--- src/source/dcache_params.svh ---
// ==========================================================================
// data cache geometry
// ==========================================================================

`ifndef DCACHE_PARAMS_SVH
`define DCACHE_PARAMS_SVH

// byte address and data word
`define DCACHE_ADDR_W   32
`define DCACHE_WORD_W   64
`define DCACHE_STRB_W   8

// address split into tag, index and offset
`define DCACHE_OFFSET_W 3
`define DCACHE_INDEX_W  6
`define DCACHE_SETS     64

// what is left above index and offset
`define DCACHE_TAG_W    (`DCACHE_ADDR_W - `DCACHE_INDEX_W - `DCACHE_OFFSET_W)

`endif

--- src/source/dcache_pkg.sv ---
// ==========================================================================
// data cache vector types
// ==========================================================================

`include "dcache_params.svh"

package dcache_pkg;

    // byte address as seen by the cpu
    typedef logic [`DCACHE_ADDR_W-1:0] addr_t;

    // address bits 31..9
    typedef logic [`DCACHE_TAG_W-1:0] tag_t;

    // address bits 8..3
    typedef logic [`DCACHE_INDEX_W-1:0] index_t;

    // one line holds exactly one word
    typedef logic [`DCACHE_WORD_W-1:0] word_t;

    typedef logic [`DCACHE_STRB_W-1:0] strb_t;

    // two ways
    typedef logic way_t;

endpackage

--- src/source/dcache_tag_store.sv ---
// ==========================================================================
// tag, state and LRU arrays
// ==========================================================================

`include "dcache_params.svh"

module dcache_tag_store (
    input  logic               clk,
    input  logic               rst_n_i,
    input  dcache_pkg::index_t lk_index_i,
    input  dcache_pkg::tag_t   lk_tag_i,
    input  dcache_pkg::way_t   sel_way_i,
    input  logic               fill_i,
    input  dcache_pkg::tag_t   fill_tag_i,
    input  logic               mark_dirty_i,
    input  logic               clean_i,
    input  logic               touch_i,
    input  logic               inval_i,
    output logic               hit_o,
    output dcache_pkg::way_t   hit_way_o,
    output dcache_pkg::way_t   victim_way_o,
    output logic               sel_valid_o,
    output logic               sel_dirty_o,
    output dcache_pkg::tag_t   sel_tag_o
);

    dcache_pkg::tag_t        tag_q   [`DCACHE_SETS][2];
    logic [1:0]              valid_q [`DCACHE_SETS];
    logic [1:0]              dirty_q [`DCACHE_SETS];
    // value is the least recently used way
    logic [`DCACHE_SETS-1:0] lru_q;
    dcache_pkg::index_t      idx_q;
    logic [1:0]              way_hit;

    assign way_hit[0] = valid_q[idx_q][0] && (tag_q[idx_q][0] == lk_tag_i);
    assign way_hit[1] = valid_q[idx_q][1] && (tag_q[idx_q][1] == lk_tag_i);

    assign hit_o     = |way_hit;
    assign hit_way_o = way_hit[1];

    // invalid way first, then LRU
    always_comb begin
        if (!valid_q[idx_q][0]) begin
            victim_way_o = 1'b0;
        end else if (!valid_q[idx_q][1]) begin
            victim_way_o = 1'b1;
        end else begin
            victim_way_o = lru_q[idx_q];
        end
    end

    assign sel_valid_o = valid_q[idx_q][sel_way_i];
    assign sel_dirty_o = dirty_q[idx_q][sel_way_i];
    assign sel_tag_o   = tag_q[idx_q][sel_way_i];

    always_ff @(posedge clk or negedge rst_n_i) begin
        if (!rst_n_i) begin
            idx_q <= '0;
            lru_q <= '0;
            for (int s = 0; s < `DCACHE_SETS; s++) begin
                valid_q[s]  <= 2'b00;
                dirty_q[s]  <= 2'b00;
                tag_q[s][0] <= '0;
                tag_q[s][1] <= '0;
            end
        end else begin
            idx_q <= lk_index_i;
            if (fill_i) begin
                tag_q[idx_q][sel_way_i]   <= fill_tag_i;
                valid_q[idx_q][sel_way_i] <= 1'b1;
                dirty_q[idx_q][sel_way_i] <= 1'b0;
                lru_q[idx_q]              <= ~sel_way_i;
            end
            if (touch_i) begin
                lru_q[idx_q] <= ~hit_way_o;
            end
            if (mark_dirty_i) begin
                dirty_q[idx_q][hit_way_o] <= 1'b1;
            end
            if (clean_i) begin
                dirty_q[idx_q][sel_way_i] <= 1'b0;
            end
            if (inval_i) begin
                valid_q[idx_q][sel_way_i] <= 1'b0;
                dirty_q[idx_q][sel_way_i] <= 1'b0;
            end
        end
    end

    // a fill never duplicates a tag already present in the set
    a_one_hit: assert property (@(posedge clk) disable iff (!rst_n_i)
        !(way_hit[0] && way_hit[1]))
        else $error("tag hits in both ways");

endmodule

--- config.mk ---
export PLATFORM = sky130hd
export DESIGN_NAME = dcache_tag_store
export DESIGN_NICKNAME = d
export VERILOG_FILES = /design/src/source/dcache_pkg.sv /design/src/source/dcache_tag_store.sv
export VERILOG_INCLUDE_DIRS = /design/src /design/src/source
export SDC_FILE = /design/constraint.sdc
export NUM_CORES = 2
export LEC_CHECK = 0
export BUFFER_PORTS_ARGS = -buffer_cell sky130_fd_sc_hd__buf_2
export CORE_ASPECT_RATIO = 0.75
export CORE_UTILIZATION = 27
export CTS_CLUSTER_SIZE = 14
export DETAILED_ROUTE_END_ITERATION = 12
export PLACE_DENSITY_LB_ADDON = 0.08
export REMOVE_ABC_BUFFERS = 1
export SLEW_MARGIN = 20
export SYNTH_ARGS = -nofsm -noshare
export SYNTH_HDL_FRONTEND = slang
export SYNTH_SLANG_ARGS = --single-unit
--- constraint.sdc ---
create_clock -name clk -period 3.8 [get_ports clk]
set_input_delay 0.76 -clock clk [delete_from_list [all_inputs] [get_ports clk]]
set_output_delay 0.76 -clock clk [all_outputs]
set_load 0.05 [all_outputs]
==> results.yml <==
yosys:
  synth_compound_area_share_pct: 10.2
  ys_warn_count: 0
  synthXorXnorAreaFrac_pct: 0.261
  yosys_register_bits: 3270
  synthTopCellsByArea: "dfrtp_1, mux2_2, mux4_2"
  synth_simple_gate_area_share_pct: 3.71
  synthArstFlopShare_pct: 100
  ys_seq_area_share_pct: 54.1
  synth_cell_types: 84
  synth_fa_ha_area_share_pct: 0
  synth_edf_count: 0
  synth_top_area_share_pct: 54.1
  synth_cells: 11500
  ys.flop_type: "dfrtp_1"
  synth_top_cell_by_area: "dfrtp_1"
  synth_area_um2: 151000
  synth_top_family_by_area: "multiplexers"
  syn_avg_cell_area_um2: 13.1
  synthMuxAreaShare_pct: 28.1
placement:
  dp_hpwl_um: 511000
  place_ws_ns: -2.71
  gp_congestion: 0.948
  dp_cells: 19400
  port_buffers: 87
drt:
  dr_total_vias: 112000
  drc_errors: 0
  routed_wl_um: 762000
  ant_nets: 0
  avgRoutedWirePerCell_um: 37.5
  dr.pass1.iters: 8
  viasPerCell: 5.49
  drt_iter0_markers: 11700
sta:
  rsz0062_at_grt: "true"
  worst_slew_pin_slew_ns: 1.28
  timing.final.ws_setup_ns: -2.51
  slew_headroom_pct: 14.8
  final-hold-violation-count: 0
  finalClockSkew_ns: 0.0590
  post-route-period-util_pct: 166
  drv_slew: 0
  finalCriticalPeriod_ns: 6.31
  setup_tns_ns: -236.48
  fmax_mhz: 159
  whs_ns: 0.158
  setup_viol: 220
global_route:
  track_usage_pct: 26.2
  grt_first_pass_wirelength_um: 1020000
  grt_max_degree: 163
  grt_pass1_vias: 112000
  antenna_found_initial: 77
  overflow: 0
layout:
  final_cell_mix: "dfrtp_1, mux2_2, buf_4"
  multi_input_area_um2: 67600
  final_util_pct: 34.7
  syn_to_final_growth_pct: 27.8
  instances_no_fill: 20300
  seqCellArea_um2: 81800
  final_layout_size_suffix_gt1_share_pct: 49.5
  nFillCells: 53900
  num-nets-final: 12700
  final_common_cell: "dfrtp_1"
clock_network:
  cts_root_buf: "clkbuf_16"
  cts_tree: "done"
  cts_buffers: 377
  clk_latency_ns: 1.04
  htreeDepth: 5
  clockBufferDepth: 4
  clock-sinks: 3270
  clk_pin_slew_ns: 0.06
worst_setup_path:
  crit_path_end_kind: "primary output"
  cp-start-kind: "flip-flop"
  cp_data_required_time_ns: 3.04
  crit_type: "reg -> out"
  crit_fanout: 10
  crit_arrival_ns: 5.55
floorplanning:
  initial_core_util_pct: 27.2
  core_area_um2: 557000
  dieArea_um2: 563000
  pin_count: 88
  rows: 237
  die_x_um: 866
  dieHeight_um: 650
power:
  leakagePower_nw: 85.6
  p_per_area_nw_per_um2: 484
  irDropWorstVdd_mv: 0.386
outcome:
  violations: "setup timing"
  run_status: "finished, violations left"
job:
  maxCapViolCount: 0
min_path:
  min_path_type: "in -> reg"
[area by class of cell]
cell class                      count  share of cell area (%)
Sequential cell                  3270                    42.4
Antenna cell                       25                  0.0324
Multi-Input combinational cell   7052                    35.0
Clock buffer                      551                    5.81
Timing Repair Buffer             1885                    11.2
Inverter                           19                  0.0492
Tap cell                         7409                    4.80
Clock inverter                    123                   0.758
[critical path, stage by stage, from the launching register on]
cell	delay, ns
dfrtp_4	0.55
buf_12	0.20
buf_12	0.15
buf_12	0.14
buf_6	0.13
buf_12	0.14
mux2_2	0.34
a221o_1	0.33
a222oi_1	0.78
o22a_1	0.33
nand3_2	0.13
xnor2_2	0.17
nand4_1	0.17
o41ai_4	0.59
buf_4	0.21
buf_12	0.13
[logic make-up after synthesis]
family                 count (synthesis)
AO/OA/AOI/OAI                       2143
AND/OR/NAND/NOR                     1246
buffers and inverters               1198
flip-flops                          3270
XOR/XNOR                              45
multiplexers                        3617
[cells in the mapped netlist, types with 83 or more instances]
master    count
clkbuf_1    659
nand2_1     507
mux2i_1     359
a21oi_1     398
buf_2       339
dfrtp_1    3270
a22o_1       83
a22oi_1     367
o21ai_0     272
a221oi_1    317
o22a_1      112
mux4_2      190
nor2_1      430
mux2_2     3059
o22ai_1     122
[sequential cells by signal (all words and copies together), names as in the netlist]
name	flops
valid_q	128
dirty_q	128
idx_q	6
tag_q	2944
lru_q	64
[final timing paths]
path	slack (ns)	end	startpoint	depth (start not counted)
max	-2.51	hit_o	idx_q[0]$_DFF_PN0_	15
min	0.16	tag_q[2748]$_DFFE_PN0P_	fill_tag_i[11]	3
max reg2reg	-1.11	dirty_q[28]$_DFF_PN0_	idx_q[0]$_DFF_PN0_	16
min reg2reg	0.47	tag_q[2754]$_DFFE_PN0P_	tag_q[2754]$_DFFE_PN0P_	2
max in group asynchronous	2.02	tag_q[2618]$_DFFE_PN0P_	rst_n_i	3
min in group asynchronous	0.60	tag_q[1071]$_DFFE_PN0P_	rst_n_i	3
[layer usage]
layer	part of all wire (%)	vias to the layer above	GRT usage (%)
li1	-	45100	-
met1	48	61600	40.0
met2	41	4116	37.4
met3	7.3	899	4.68
met4	3.4	10	7.49
met5	0.0088	-	0
[power by group]
part	switching [mW]	leakage (nW)	internal (mW)	total, mW
clock	16.2	6.30	22.2	38.3
combinational	7.90	36.4	6.56	14.5
sequential	2.12	42.9	38.7	40.8
total	26.2	85.6	67.4	93.6
[through the flow]
| stage | area (um^2) | power (mW) |
|---|---|---|
| floorplan | 146000 | 47.8 |
| global placement | 174000 | 54.3 |
| detailed placement | 174000 | 54.8 |
| CTS | 189000 | 93.8 |
| global route | 193000 | 96.9 |
| finish | 193000 | 93.6 |
[timing repair]
| action | in CTS | in global routing |
|---|---|---|
| endpoints found under the setup margin | 233 | 220 |
| hold buffers | 7 | 0 |
| pin swaps | 39 | 152 |
| buffers inserted | 45 | 140 |
| cloned | 7 | 17 |
| endpoints found under the hold margin | 45 | 0 |
| gates resized for setup | 332 | 495 |
No activity file was read; power rests on OpenSTA's default activity.
