### config.mk
export PLATFORM = sky130hd
export DESIGN_NAME = dcache_ctrl
export DESIGN_NICKNAME = d
export VERILOG_FILES = /design/src/source/dcache_pkg.sv /design/src/source/dcache_bus_pkg.sv /design/src/source/dcache_ctrl.sv
export VERILOG_INCLUDE_DIRS = /design/src /design/src/source
export SDC_FILE = /design/constraint.sdc
export NUM_CORES = 1
export LEC_CHECK = 0
export ABC_CLOCK_PERIOD_IN_PS = 2250
export BUFFER_PORTS_ARGS = -buffer_cell sky130_fd_sc_hd__buf_2
export CAP_MARGIN = 10
export CORE_AREA = 2 2 243 245
export CTS_BUF_LIST = sky130_fd_sc_hd__clkbuf_2
export CTS_CLUSTER_DIAMETER = 30
export DETAILED_ROUTE_END_ITERATION = 16
export DIE_AREA = 0 0 245 247
export PLACE_DENSITY = 0.35
export REMOVE_ABC_BUFFERS = 1
export SLEW_MARGIN = 20
export SYNTH_ARGS = -nofsm -noshare
export SYNTH_HDL_FRONTEND = slang
export SYNTH_SLANG_ARGS = --single-unit
### constraint.sdc
create_clock -name clk -period 2.25 [get_ports clk]
set_input_delay 0.1125 -clock clk [delete_from_list [all_inputs] [get_ports clk]]
set_output_delay 0.1125 -clock clk [all_outputs]
set_load 0.05 [all_outputs]
### src/source/dcache_params.svh
// ==========================================================================
// data cache geometry
// ==========================================================================

`ifndef DCACHE_PARAMS_SVH
`define DCACHE_PARAMS_SVH

// byte address and data word
`define DCACHE_ADDR_W   32
`define DCACHE_WORD_W   64
`define DCACHE_STRB_W   8

// address split into tag, index and offset
`define DCACHE_OFFSET_W 3
`define DCACHE_INDEX_W  6
`define DCACHE_SETS     64

// what is left above index and offset
`define DCACHE_TAG_W    (`DCACHE_ADDR_W - `DCACHE_INDEX_W - `DCACHE_OFFSET_W)

`endif

### src/source/dcache_pkg.sv
// ==========================================================================
// data cache vector types
// ==========================================================================

`include "dcache_params.svh"

package dcache_pkg;

    // byte address as seen by the cpu
    typedef logic [`DCACHE_ADDR_W-1:0] addr_t;

    // address bits 31..9
    typedef logic [`DCACHE_TAG_W-1:0] tag_t;

    // address bits 8..3
    typedef logic [`DCACHE_INDEX_W-1:0] index_t;

    // one line holds exactly one word
    typedef logic [`DCACHE_WORD_W-1:0] word_t;

    typedef logic [`DCACHE_STRB_W-1:0] strb_t;

    // two ways
    typedef logic way_t;

endpackage

### src/source/dcache_bus_pkg.sv
// ==========================================================================
// memory side operations
// ==========================================================================

package dcache_bus_pkg;

    // held on mem_op_o until mem_done_i
    typedef enum logic [1:0] {
        MEM_NONE      = 2'd0,
        MEM_WRITEBACK = 2'd1,
        MEM_REFILL    = 2'd2
    } mem_op_e;

endpackage

### src/source/dcache_ctrl.sv
// ==========================================================================
// data cache controller
// ==========================================================================

`include "dcache_params.svh"

module dcache_ctrl (
    input  logic                    clk,
    input  logic                    rst_n_i,
    input  logic                    cpu_read_i,
    input  logic                    cpu_write_i,
    input  logic                    cpu_fence_i,
    input  dcache_pkg::addr_t       cpu_addr_i,
    input  dcache_pkg::word_t       cpu_wdata_i,
    input  dcache_pkg::strb_t       cpu_strb_i,
    output dcache_pkg::word_t       cpu_rdata_o,
    output logic                    cpu_done_o,
    output dcache_bus_pkg::mem_op_e mem_op_o,
    output dcache_pkg::addr_t       mem_addr_o,
    output dcache_pkg::word_t       mem_wdata_o,
    input  dcache_pkg::word_t       mem_rdata_i,
    input  logic                    mem_done_i,
    output dcache_pkg::index_t      lk_index_o,
    output dcache_pkg::tag_t        lk_tag_o,
    output dcache_pkg::way_t        sel_way_o,
    output logic                    fill_o,
    output dcache_pkg::tag_t        fill_tag_o,
    output logic                    mark_dirty_o,
    output logic                    clean_o,
    output logic                    touch_o,
    output logic                    inval_o,
    input  logic                    hit_i,
    input  dcache_pkg::way_t        hit_way_i,
    input  dcache_pkg::way_t        victim_way_i,
    input  logic                    sel_valid_i,
    input  logic                    sel_dirty_i,
    input  dcache_pkg::tag_t        sel_tag_i,
    output logic                    we_o,
    output dcache_pkg::way_t        wr_way_o,
    output dcache_pkg::strb_t       wr_strb_o,
    output dcache_pkg::word_t       wr_data_o,
    input  dcache_pkg::word_t       rdata0_i,
    input  dcache_pkg::word_t       rdata1_i
);

    typedef enum logic [2:0] {
        IDLE,
        LOOKUP,
        HIT,
        WRITEBACK,
        REFILL,
        FLUSH_LOOKUP,
        FLUSH_WB
    } ctrl_state_e;

    ctrl_state_e state_q;
    ctrl_state_e state_d;

    // fence walk position as {set, way}
    logic [`DCACHE_INDEX_W:0] walk_q;
    logic [`DCACHE_INDEX_W:0] walk_d;

    dcache_pkg::way_t   victim_q;
    logic               write_q;

    dcache_pkg::tag_t   req_tag;
    dcache_pkg::index_t req_index;
    dcache_pkg::index_t walk_index;
    dcache_pkg::way_t   sel_way;
    dcache_pkg::word_t  sel_word;
    logic               in_flush;
    logic               flush_mode;
    logic               sel_wb;
    logic               walk_last;
    logic               flush_step;

    assign req_tag    = cpu_addr_i[`DCACHE_ADDR_W-1 -: `DCACHE_TAG_W];
    assign req_index  = cpu_addr_i[`DCACHE_OFFSET_W +: `DCACHE_INDEX_W];
    assign walk_index = walk_q[`DCACHE_INDEX_W:1];
    assign walk_last  = &walk_q;

    assign in_flush   = (state_q == FLUSH_LOOKUP) || (state_q == FLUSH_WB);
    assign flush_mode = in_flush || ((state_q == IDLE) && cpu_fence_i);

    // during LOOKUP the victim is not latched yet
    always_comb begin
        if (in_flush) begin
            sel_way = walk_q[0];
        end else if (state_q == LOOKUP) begin
            sel_way = victim_way_i;
        end else begin
            sel_way = victim_q;
        end
    end

    assign sel_wb     = sel_valid_i && sel_dirty_i;
    assign sel_word   = sel_way ? rdata1_i : rdata0_i;
    assign flush_step = ((state_q == FLUSH_LOOKUP) && !sel_wb) ||
                        ((state_q == FLUSH_WB) && mem_done_i);

    always_comb begin
        state_d = state_q;
        walk_d  = walk_q;
        case (state_q)
            IDLE: begin
                walk_d = '0;
                if (cpu_fence_i) begin
                    state_d = FLUSH_LOOKUP;
                end else if (cpu_write_i || cpu_read_i) begin
                    state_d = LOOKUP;
                end
            end
            LOOKUP: begin
                if (hit_i) begin
                    state_d = HIT;
                end else if (sel_wb) begin
                    state_d = WRITEBACK;
                end else begin
                    state_d = REFILL;
                end
            end
            HIT: begin
                state_d = IDLE;
            end
            WRITEBACK: begin
                if (mem_done_i) begin
                    state_d = REFILL;
                end
            end
            REFILL: begin
                // look up again, which now hits
                if (mem_done_i) begin
                    state_d = LOOKUP;
                end
            end
            FLUSH_LOOKUP, FLUSH_WB: begin
                if (flush_step) begin
                    walk_d  = walk_q + 1'b1;
                    state_d = walk_last ? IDLE : FLUSH_LOOKUP;
                end else if (state_q == FLUSH_LOOKUP) begin
                    state_d = FLUSH_WB;
                end
            end
            default: begin
                state_d = IDLE;
            end
        endcase
    end

    always_ff @(posedge clk or negedge rst_n_i) begin
        if (!rst_n_i) begin
            state_q  <= IDLE;
            walk_q   <= '0;
            victim_q <= 1'b0;
            write_q  <= 1'b0;
        end else begin
            state_q <= state_d;
            walk_q  <= walk_d;
            // write wins over read
            if (state_q == IDLE) begin
                write_q <= cpu_write_i;
            end
            if ((state_q == LOOKUP) && !hit_i) begin
                victim_q <= victim_way_i;
            end
        end
    end

    // stores see the next walk position one cycle ahead
    assign lk_index_o   = flush_mode ? walk_d[`DCACHE_INDEX_W:1] : req_index;
    assign lk_tag_o     = req_tag;
    assign sel_way_o    = sel_way;
    assign fill_o       = (state_q == REFILL) && mem_done_i;
    assign fill_tag_o   = req_tag;
    assign touch_o      = (state_q == HIT);
    assign mark_dirty_o = (state_q == HIT) && write_q;
    assign clean_o      = (state_q == WRITEBACK) && mem_done_i;
    assign inval_o      = flush_step;

    always_comb begin
        we_o      = 1'b0;
        wr_way_o  = hit_way_i;
        wr_strb_o = cpu_strb_i;
        wr_data_o = cpu_wdata_i;
        if (state_q == REFILL) begin
            we_o      = mem_done_i;
            wr_way_o  = victim_q;
            wr_strb_o = '1;
            wr_data_o = mem_rdata_i;
        end else if ((state_q == HIT) && write_q) begin
            we_o = 1'b1;
        end
    end

    always_comb begin
        mem_op_o    = dcache_bus_pkg::MEM_NONE;
        mem_addr_o  = '0;
        mem_wdata_o = '0;
        case (state_q)
            WRITEBACK: begin
                mem_op_o    = dcache_bus_pkg::MEM_WRITEBACK;
                mem_addr_o  = {sel_tag_i, req_index, {`DCACHE_OFFSET_W{1'b0}}};
                mem_wdata_o = sel_word;
            end
            FLUSH_WB: begin
                mem_op_o    = dcache_bus_pkg::MEM_WRITEBACK;
                mem_addr_o  = {sel_tag_i, walk_index, {`DCACHE_OFFSET_W{1'b0}}};
                mem_wdata_o = sel_word;
            end
            REFILL: begin
                mem_op_o   = dcache_bus_pkg::MEM_REFILL;
                mem_addr_o = {req_tag, req_index, {`DCACHE_OFFSET_W{1'b0}}};
            end
            default: begin
                mem_op_o = dcache_bus_pkg::MEM_NONE;
            end
        endcase
    end

    assign cpu_done_o  = (state_q == HIT) || (flush_step && walk_last);
    assign cpu_rdata_o = ((state_q == HIT) && !write_q) ?
                         (hit_way_i ? rdata1_i : rdata0_i) : '0;

    // memory request stays put until it completes
    a_mem_hold: assert property (@(posedge clk) disable iff (!rst_n_i)
        (mem_op_o != dcache_bus_pkg::MEM_NONE) && !mem_done_i |=>
            $stable(mem_op_o) && $stable(mem_addr_o) && $stable(mem_wdata_o))
        else $error("memory request changed before mem_done_i");

    a_done_req: assert property (@(posedge clk) disable iff (!rst_n_i)
        cpu_done_o |-> (cpu_read_i || cpu_write_i || cpu_fence_i))
        else $error("cpu_done_o without a pending request");

endmodule

==> results.cfg, run 1 <==
[yosys]
synth_edf_count = 0
synth_warnings = 0
synth.cell_area_um2 = 4856
synthCells = 679
synthFlopType = dfrtp_1
ys_seq_area_share_pct = 6.184
ys_ff_latch = 12
synth.avg_cell_area_um2 = 7.152
synthArstFlopShare_pct = 100.0
yosys.area.top_type_share_pct = 15.31
synth.most_common_cell = nand2_1
synth_area_leaders = mux2_2, mux2i_1, o21ai_2, nand4_1, buf_4
synth_common_cells = nand2_1, mux2i_1, nor2_1
synth_cell_types = 45
synth_top_area_cell = mux2_2

[global_route]
first_global_vias = 7762
grt_first_pass_wirelength_mm = 60.48
track_usage_pct = 14.09
grt_max_degree = 34
antenna_found_initial = 35
overflow = 0

[timing]
grt_setup_unrepaired = true
fin_ws_ns = -0.07399
finalHoldViolations = 0
clock.fmax_mhz = 430.3
slew_viol_final = 0
clock_skew_ns = 0.01978
layout_min_cycle_time_ns = 2.324
finalSetupViolations = 68
whs_ns = 0.09662
finalCritPeriodShare_pct = 103.3

[power]
power.leakage_nw = 5.414
vdd.ir_drop.worst_uv = 585.6
power.density_nw_per_um2 = 1441
report.power.total_mw = 16.66

[floorplan]
die_height_um = 247
io_pins = 625
core_area_um2 = 58240
die_x_um = 245
die_area_um2 = 60520
num_rows = 89
start_util_pct = 8.338

[critical_path]
arrival_ns = 2.21
rr_startpoint = state_q[0]
cp-end-kind = output pin
cp-startpoint = state_q[0]
critPathTopFamily = buffers and inverters
reg2reg_to = walk_q[4]
critPathCapture = wr_data_o[49]
worstSetupPathType = reg -> out
crit_chain = buf_6 -> nand2b_4 -> nor2_4 -> buf_12 -> buf_16 -> mux2_2 -> buf_2
slowest_stage = dfrtp_2
crit_fanout = 25
max_stage_delay_ns = 0.46
worstPathBufferInverterCount = 4
setup.worst_path.start_class = flop
worstPathRequired_ns = 2.14
reg2reg_depth = 8
path_depth = 7
r2r_slack_ns = 0.55

[worst_hold_path]
hp-class = in -> reg

[detailed_routing]
drc_errors = 0
vias_per_cell = 3.908
ant_nets = 0
drt_wl_total_mm = 48.02
vias = 8157
wl_per_cell_um = 23.01
drtPass1Iterations = 5
drt-initial-drc-count = 332

[clocking]
h-tree-depth = 1
cts_tree = done
cts.sinks = 12
cts_root_buf = clkbuf_2
clkLatencyLatePin_ns = 0.29
clk_pin_slew_ns = 0.17
cts_made_buffers = 3
clk_path_buf_depth = 2

[final_layout]
final_cells = 2087
postLayoutCellArea_um2 = 11560
area_growth_pct = 138.0
fillers = 6534
nNetsFinal = 1637
drive_gt1_share_pct = 72.34

[flow_run]
maxCapViolCount = 0

[placed_design]
dp_cells = 2020
preCtsSetupSlack_ns = 0.04499
dp_hpwl_mm = 37.95
port_buffers = 618
post_dp_cell_area_um2 = 9067
gp_congestion = 0.9249

[status]
status = complete, but fails checks
violations = negative setup slack
-- kinds of logic (layout without fill, tap and decap cells) --
kind of cell	Yosys count	in the layout	share of synthesized area (%)
AO/OA/AOI/OAI	126	127	20.05
other	1	12	0.07723
buffers and inverters	125	748	15.77
adder cells (fa/ha/maj)	1	1	0.2576
multiplexers	140	140	30.56
XOR/XNOR	1	1	0.3351
AND/OR/NAND/NOR	273	273	26.77
flip-flops	12	12	6.184
-- worst min-delay path by stage --
stage / startpoint / endpoint / slack, ns / cells past startpoint
final: victim_way_i / victim_q / 0.1 / 2
after global routing: victim_way_i / victim_q / 0.07 / 2
after CTS: victim_way_i / victim_q / 0.09 / 2
after detailed placement: rst_n_i / walk_q[5] / 0.05 / 1
after global placement: rst_n_i / walk_q[5] / 0.04 / 1
after floorplan: rst_n_i / state_q[0] / -0.18 / 0
-- layout by cell type (no fill, tap or decap), types with 4 or more instances in the layout --
cell type,count
buf_2,445
clkbuf_16,9
dfrtp_1,10
or3_1,4
mux2i_1,74
o21ai_2,42
clkbuf_4,9
nand4_1,67
nand2_2,5
diode_2,9
buf_6,146
o21ai_0,15
nand2_1,91
nor2_1,30
o21ai_1,4
buf_12,34
a22o_1,22
nor2_2,28
nor2_4,12
nand3_1,5
mux2_2,63
buf_16,11
o211ai_1,7
buf_4,62
or2_2,9
inv_1,4
o21ai_4,18
buf_8,23
-- state kept, by name, indices dropped and copies added, names as in the netlist --
name	flops
write_q	1
state_q	3
walk_q	7
victim_q	1
-- stage by stage --
step,util [%],TNS [ns]
after global routing,19.82,-15.94
final,19.84,-2.071
after global placement,15.57,0
after CTS,18.07,-4.621
after floorplan,-,-988.05
after detailed placement,15.57,0
-- layout make-up --
| type | instances | area, um2 | area share (%) |
|---|---|---|---|
| inverter | 4 | 15.01 | 0.1299 |
| antenna | 9 | 22.52 | 0.1949 |
| clock buffer | 3 | 15.01 | 0.1299 |
| clock inverter | 1 | 3.754 | 0.03248 |
| multi-input combinational | 545 | 4262 | 36.88 |
| tap | 773 | 967.2 | 8.369 |
| timing repair buffer | 740 | 5968 | 51.65 |
| sequential | 12 | 302.8 | 2.620 |
-- report_power, final --
part	switching (mW)	internal, mW	total (mW)
Combinational	9.82	6.36	16.2
Clock	0.0925	0.0386	0.131
Sequential	0.0660	0.281	0.347
-- layer usage --
metal	global-route usage [%]	wire, um	part of all wire, %	up-vias
met1	16.07	18160	38	3913
met3	2.594	3021	6.3	78
met4	1.775	1037	2.2	12
li1	-	-	-	3695
met2	27.56	25710	54	459
met5	0	85	0.18	-
-- repair_timing --
action | 4_1_cts | 5_1_grt
setup buffers | 23 | 12
setup endpoints to repair | 211 | 205
gates resized for setup | 293 | 225
endpoints found under the hold margin | 12 | 0
hold buffers | 1 | 0
gates cloned | 11 | 10
pin swaps | 26 | 56
Note: power is estimated with default switching activity, not from simulation.
==> run 2, diff against run 1 <==
ABC_CLOCK_PERIOD_IN_PS = 2520   (was 2250)
clock period = 2.52 ns   (was 2.25 ns; I/O delays follow)
==> run 2 against run 1 <==
Net effect:
- the run now ends clean
- final cell count shrank 3.4%
- first-iteration DRC count is 18% higher
- final area shrank 22%
- utilization fell by 4.3 points
- power is 34% lower
- largest power group unchanged
- combinational power down 35%
- critical path depth decreased by 1
- sequential power shrank 2%
==> results.cfg, run 2 (synthesis results as in run 1) <==
[timing]
clock_skew_ns = 0.006773
finalCritPeriodShare_pct = 95.57
clock.fmax_mhz = 415.2
grt_setup_unrepaired = true
slew_viol_final = 0
finalHoldViolations = 0
whs_ns = 0.1133
fin_ws_ns = 0.1116
layout_min_cycle_time_ns = 2.408
finalSetupViolations = 0

[detailed_routing]
drt_wl_total_mm = 42.47
vias = 7655
ant_nets = 0
drt-initial-drc-count = 392
wl_per_cell_um = 21.08
vias_per_cell = 3.799
drc_errors = 0
drtPass1Iterations = 5

[clocking]
clk_path_buf_depth = 2
clkLatencyLatePin_ns = 0.27
cts.sinks = 12
cts_tree = done
h-tree-depth = 1
clk_pin_slew_ns = 0.12
cts_root_buf = clkbuf_2
cts_made_buffers = 3

[final_layout]
nNetsFinal = 1568
final_common_cell = buf_2
final_cells = 2015
fillers = 6782
final_cell_mix = buf_2, nand2_1, mux2i_1, nand4_1, nor2_1
drive_gt1_share_pct = 66.07
regMostFlops = walk_q
reg_top3 = walk_q: 7 flops, state_q: 3 flops
largest_reg_flops = 7
area_growth_pct = 86.60

[critical_path]
arrival_ns = 2.28
worstSetupPathType = reg -> out
crit_fanout = 14
setup.worst_path.start_class = flop
cp-startpoint = state_q[2]
worstPathRequired_ns = 2.39
max_stage_delay_ns = 0.50
rr_startpoint = state_q[0]
r2r_slack_ns = 0.69
slowest_stage = dfrtp_2
cp-end-kind = output pin
crit_chain = or2_2 -> a21o_2 -> and2_4 -> clkbuf_16 -> o21ai_2 -> buf_2

[global_route]
track_usage_pct = 12.80
antenna_found_initial = 32
grt_first_pass_wirelength_mm = 55.21
grt_max_degree = 65
overflow = 0
first_global_vias = 7069

[placed_design]
dp_cells = 1995
dp_hpwl_mm = 37.34
port_buffers = 618
gp_congestion = 0.9261
preCtsSetupSlack_ns = 0.2057

[power]
vdd.ir_drop.worst_uv = 532.0
report.power.total_mw = 11.05
power.leakage_nw = 4.604
power.density_nw_per_um2 = 1220

[floorplan]
num_rows = 89
die_height_um = 247
core_area_um2 = 58240
io_pins = 625
start_util_pct = 8.338
die_area_um2 = 60520
die_x_um = 245

[worst_hold_path]
hp-class = in -> reg
worstHoldStart = cpu_write_i

[status]
status = finished, final reports clean

[flow_run]
maxCapViolCount = 0
[run 2: repair_timing]
action,in CTS,in global routing
cloned,0,3
endpoints found under the setup margin,60,138
gates resized for setup,5,36
hold endpoints to repair,12,0
hold buffers,1,0
setup buffers,0,6
[run 2: layout make-up]
| class | instances | area [um2] | share of cell area, % |
|---|---|---|---|
| Clock buffer | 3 | 15.01 | 0.1657 |
| Multi-Input combinational cell | 545 | 3854 | 42.53 |
| Tap cell | 773 | 967.2 | 10.67 |
| Timing Repair Buffer | 671 | 3890 | 42.93 |
| Inverter | 4 | 15.01 | 0.1657 |
| Antenna cell | 7 | 17.52 | 0.1933 |
| Sequential cell | 12 | 302.8 | 3.342 |
[run 2: report_power, final]
group | internal, mW | switching, mW | total (mW)
clock network | 0.0325 | 0.0692 | 0.102
logic | 3.11 | 7.50 | 10.6
registers | 0.251 | 0.0892 | 0.340
total | 3.40 | 7.65 | 11.1
[run 2: routing by layer]
metal  global-route usage [%]  part of all wire (%)  vias to the layer above
met5                        0                  0.16                        -
met4                    1.022                   1.3                       10
met3                    3.104                   7.7                       64
met2                    24.70                    53                      422
met1                    14.62                    38                     3636
li1                         -                     -                     3523
[run 2: critical path: cells and delay by family, from the launching register on]
| kind | cells | cell delay [ns] |
|---|---|---|
| simple gates | 2 | 0.55 |
| flops | 1 | 0.50 |
| buf+inv | 2 | 0.49 |
| compound gates | 2 | 0.46 |
[run 2: final timing paths]
path                       depth (start not counted)              end
max                                                6  mem_wdata_o[56]
max in group asynchronous                          2       state_q[2]
min                                                3          write_q
max reg2reg                                        5       state_q[2]
min in group asynchronous                          2        walk_q[4]
min reg2reg                                        2          write_q
[run 2: metrics by stage]
stage                     TNS, ns  cell area, um2  util, %
after detailed placement        0            8827    15.16
after global routing      -0.4470            9049    15.54
after CTS                       0            8866    15.22
after floorplan           -927.95            4113        -
after global placement          0            8827    15.16
final                           0            9061    15.56
==> run 3, diff against run 2 <==
ABC_AREA = 1   (was default)
CORE_AREA = 2 2 240 242   (was 2 2 243 245)
DIE_AREA = 0 0 242 244   (was 0 0 245 247)
==> run 3 against run 2 <==
Net effect:
- final area is 4.0% lower
- fmax is 0.32% higher
- routed wire length is 5.8% lower
- die area is 2.4% lower
- first-iteration DRC count is 27% lower
- largest power group unchanged
==> results.cfg, run 3 <==
[flow_run]
maxCapViolCount = 0

[floorplan]
die_height_um = 244
io_pins = 625
core_area_um2 = 56170
num_rows = 87
die_x_um = 242
start_util_pct = 8.434
die_area_um2 = 59050

[clocking]
clkLatencyLatePin_ns = 0.29
clk_pin_slew_ns = 0.15
clk_path_buf_depth = 2
cts_tree = done
cts_root_buf = clkbuf_2
cts_made_buffers = 3
cts.sinks = 12
h-tree-depth = 1

[final_layout]
n_antenna_cell = 0
reg_top3 = walk_q: 7 flops, state_q: 3 flops
nNetsFinal = 1858
final_cell_mix = buf_2, nand2_1, nor2_1, inv_1, nand3_1
final_common_cell = buf_2
largest_reg_flops = 7
final_cells = 2282
regArea_um2 = 304.0
multiInputGateArea_um2 = 3453
regMostFlops = walk_q
drive_gt1_share_pct = 44.89
area_growth_pct = 83.62
fillers = 6766

[status]
status = finished, final reports clean

[timing]
finalSetupViolations = 0
layout_min_cycle_time_ns = 2.401
slew_viol_final = 0
clock_skew_ns = 0.01744
clock.fmax_mhz = 416.5
finalCritPeriodShare_pct = 95.27
finalHoldViolations = 0
worst_pin_slew_ns = 0.5078
slew_headroom_pct = 66.15

[critical_path]
setup.worst_path.start_class = flop
rr_startpoint = state_q[2]
reg2reg_depth = 9
worstPathRequired_ns = 2.39
arrival_ns = 2.27
critPathCapture = mem_wdata_o[52]
cp-startpoint = state_q[0]
cp-end-kind = output pin
crit_fanout = 27
r2r_slack_ns = 0.65
worstSetupPathType = reg -> out
reg2reg_to = state_q[1]

[global_route]
track_usage_pct = 12.53
antenna_found_initial = 16
first_global_vias = 7905
overflow = 0
grt_max_degree = 70
grt_first_pass_wirelength_mm = 55.24

[power]
clkPwrFrac_pct = 1.0
report.power.total_mw = 10.86
p_sw_share_pct = 73.99
combPwrFrac_pct = 96.0
intPower_mw = 2.825
p_seq_share_pct = 2.9
p_sw_mw = 8.037
power.leakage_nw = 5.286
power.density_nw_per_um2 = 1249
vdd.ir_drop.worst_uv = 609.4

[yosys]
synth.cell_area_um2 = 4737
yosys.area.top_type_share_pct = 26.55
synth_area_leaders = nand2_1, nor2_1, a211oi_1, buf_4, nand3_1
synthCells = 976
synth_top_area_cell = nand2_1
synth.avg_cell_area_um2 = 4.854
synth_cell_types = 27
synthFlopType = dfrtp_1
synth.most_common_cell = nand2_1
ys_ff_latch = 12
synth_warnings = 0
synth_edf_count = 0
ys_seq_area_share_pct = 6.339
synth_common_cells = nand2_1, nor2_1, inv_1
synthArstFlopShare_pct = 100.0

[placed_design]
dp_hpwl_mm = 34.67
dp_cells = 2274
port_buffers = 618
gp_congestion = 0.9075

[detailed_routing]
drc_errors = 0
drt-initial-drc-count = 288
drt_wl_total_mm = 40.02
vias = 8365
drtPass1Iterations = 5
ant_nets = 0
wl_per_cell_um = 17.54
vias_per_cell = 3.666

[worst_hold_path]
hp-class = in -> reg
[run 3: cell types whose count changed in the layout (fill, tap and decap cells not counted), sizes merged, moves of 59 or more]
cell and change:
nand3 +76, inv +89, nand4 -63, a211oi +63
mux2i -73, nor2 +133, mux2 -66, o21ai -59
nand2 +242
[run 3: power by group through the flow]
stage,sequential (mW),clock (mW),combinational [mW]
global route,0.327,0.125,11.2
CTS,0.319,0.116,10.5
detailed placement,0.318,0,10.4
global placement,0.315,0,10.4
finish,0.320,0.110,10.4
floorplan,0.300,0,6.67
[run 3: cell type report]
class                           count  share of cell area [%]
Timing Repair Buffer              662                   41.60
Sequential cell                    12                   3.495
Multi-Input combinational cell    754                   39.70
Tap cell                          756                   10.87
Clock inverter                      1                 0.04315
Inverter                           94                   4.114
Clock buffer                        3                  0.1726
[run 3: repair_timing]
item,CTS,global route
hold endpoints to repair,12,0
gates resized for setup,5,38
buffers inserted,0,3
gates cloned,0,0
hold buffers,1,0
endpoints found under the setup margin,24,66
[run 3: worst max-delay path: stages (launching register included)]
cell and delay, ns:
dfrtp_2 0.48, buf_4 0.15, nand3_1 0.08, nand2_2 0.14
inv_2 0.11, nand3_1 0.08, nand2_2 0.09, buf_12 0.19
buf_16 0.20, nor2_1 0.05, nor2_1 0.09, buf_2 0.28
[run 3: logic make-up (layout without fill, tap and decap cells)]
| family | Yosys count | count (layout) | share of synthesized area (%) |
|---|---|---|---|
| AND/OR/NAND/NOR | 637 | 637 | 53.86 |
| buffers and inverters | 212 | 760 | 22.00 |
| AO/OA/AOI/OAI | 109 | 109 | 16.69 |
| flip-flops | 12 | 12 | 6.339 |
| XOR/XNOR | 3 | 3 | 0.5548 |
| adder cells (fa/ha/maj) | 1 | 1 | 0.2641 |
| other | 1 | 3 | 0.07916 |
| multiplexers | 1 | 1 | 0.2113 |
[run 3: worst min-delay path by stage]
stage	from	endpoint	slack [ns]	cells past startpoint
after global routing	victim_way_i	victim_q	0.13	3
after floorplan	rst_n_i	state_q[0]	-0.17	0
after global placement	rst_n_i	write_q	0.05	1
final	mem_done_i	state_q[1]	0.13	4
after detailed placement	rst_n_i	state_q[1]	0.04	1
after CTS	victim_way_i	victim_q	0.12	3
[run 3: layer usage]
| metal | global-route usage, % | routed length (um) | vias to the layer above |
|---|---|---|---|
| li1 | - | - | 4116 |
| met1 | 14.53 | 15810 | 3763 |
| met2 | 23.43 | 20270 | 430 |
| met3 | 3.545 | 3344 | 42 |
| met4 | 1.271 | 507 | 14 |
| met5 | 0 | 86 | - |
[run 3: per-stage QoR]
step | setup slack [ns] | area, um2 | TNS [ns] | util [%] | hold slack [ns]
after floorplan | -1.367 | 4055 | -217.19 | - | -0.1696
after global placement | 0.1306 | 8538 | 0 | 15.20 | 0.05301
after detailed placement | 0.1351 | 8538 | 0 | 15.20 | 0.04479
after CTS | 0.01343 | 8589 | 0 | 15.29 | 0.1198
after global routing | -0.02272 | 8698 | -0.1567 | 15.49 | 0.1333
final | 0.1193 | 8698 | 0 | 15.49 | 0.1306
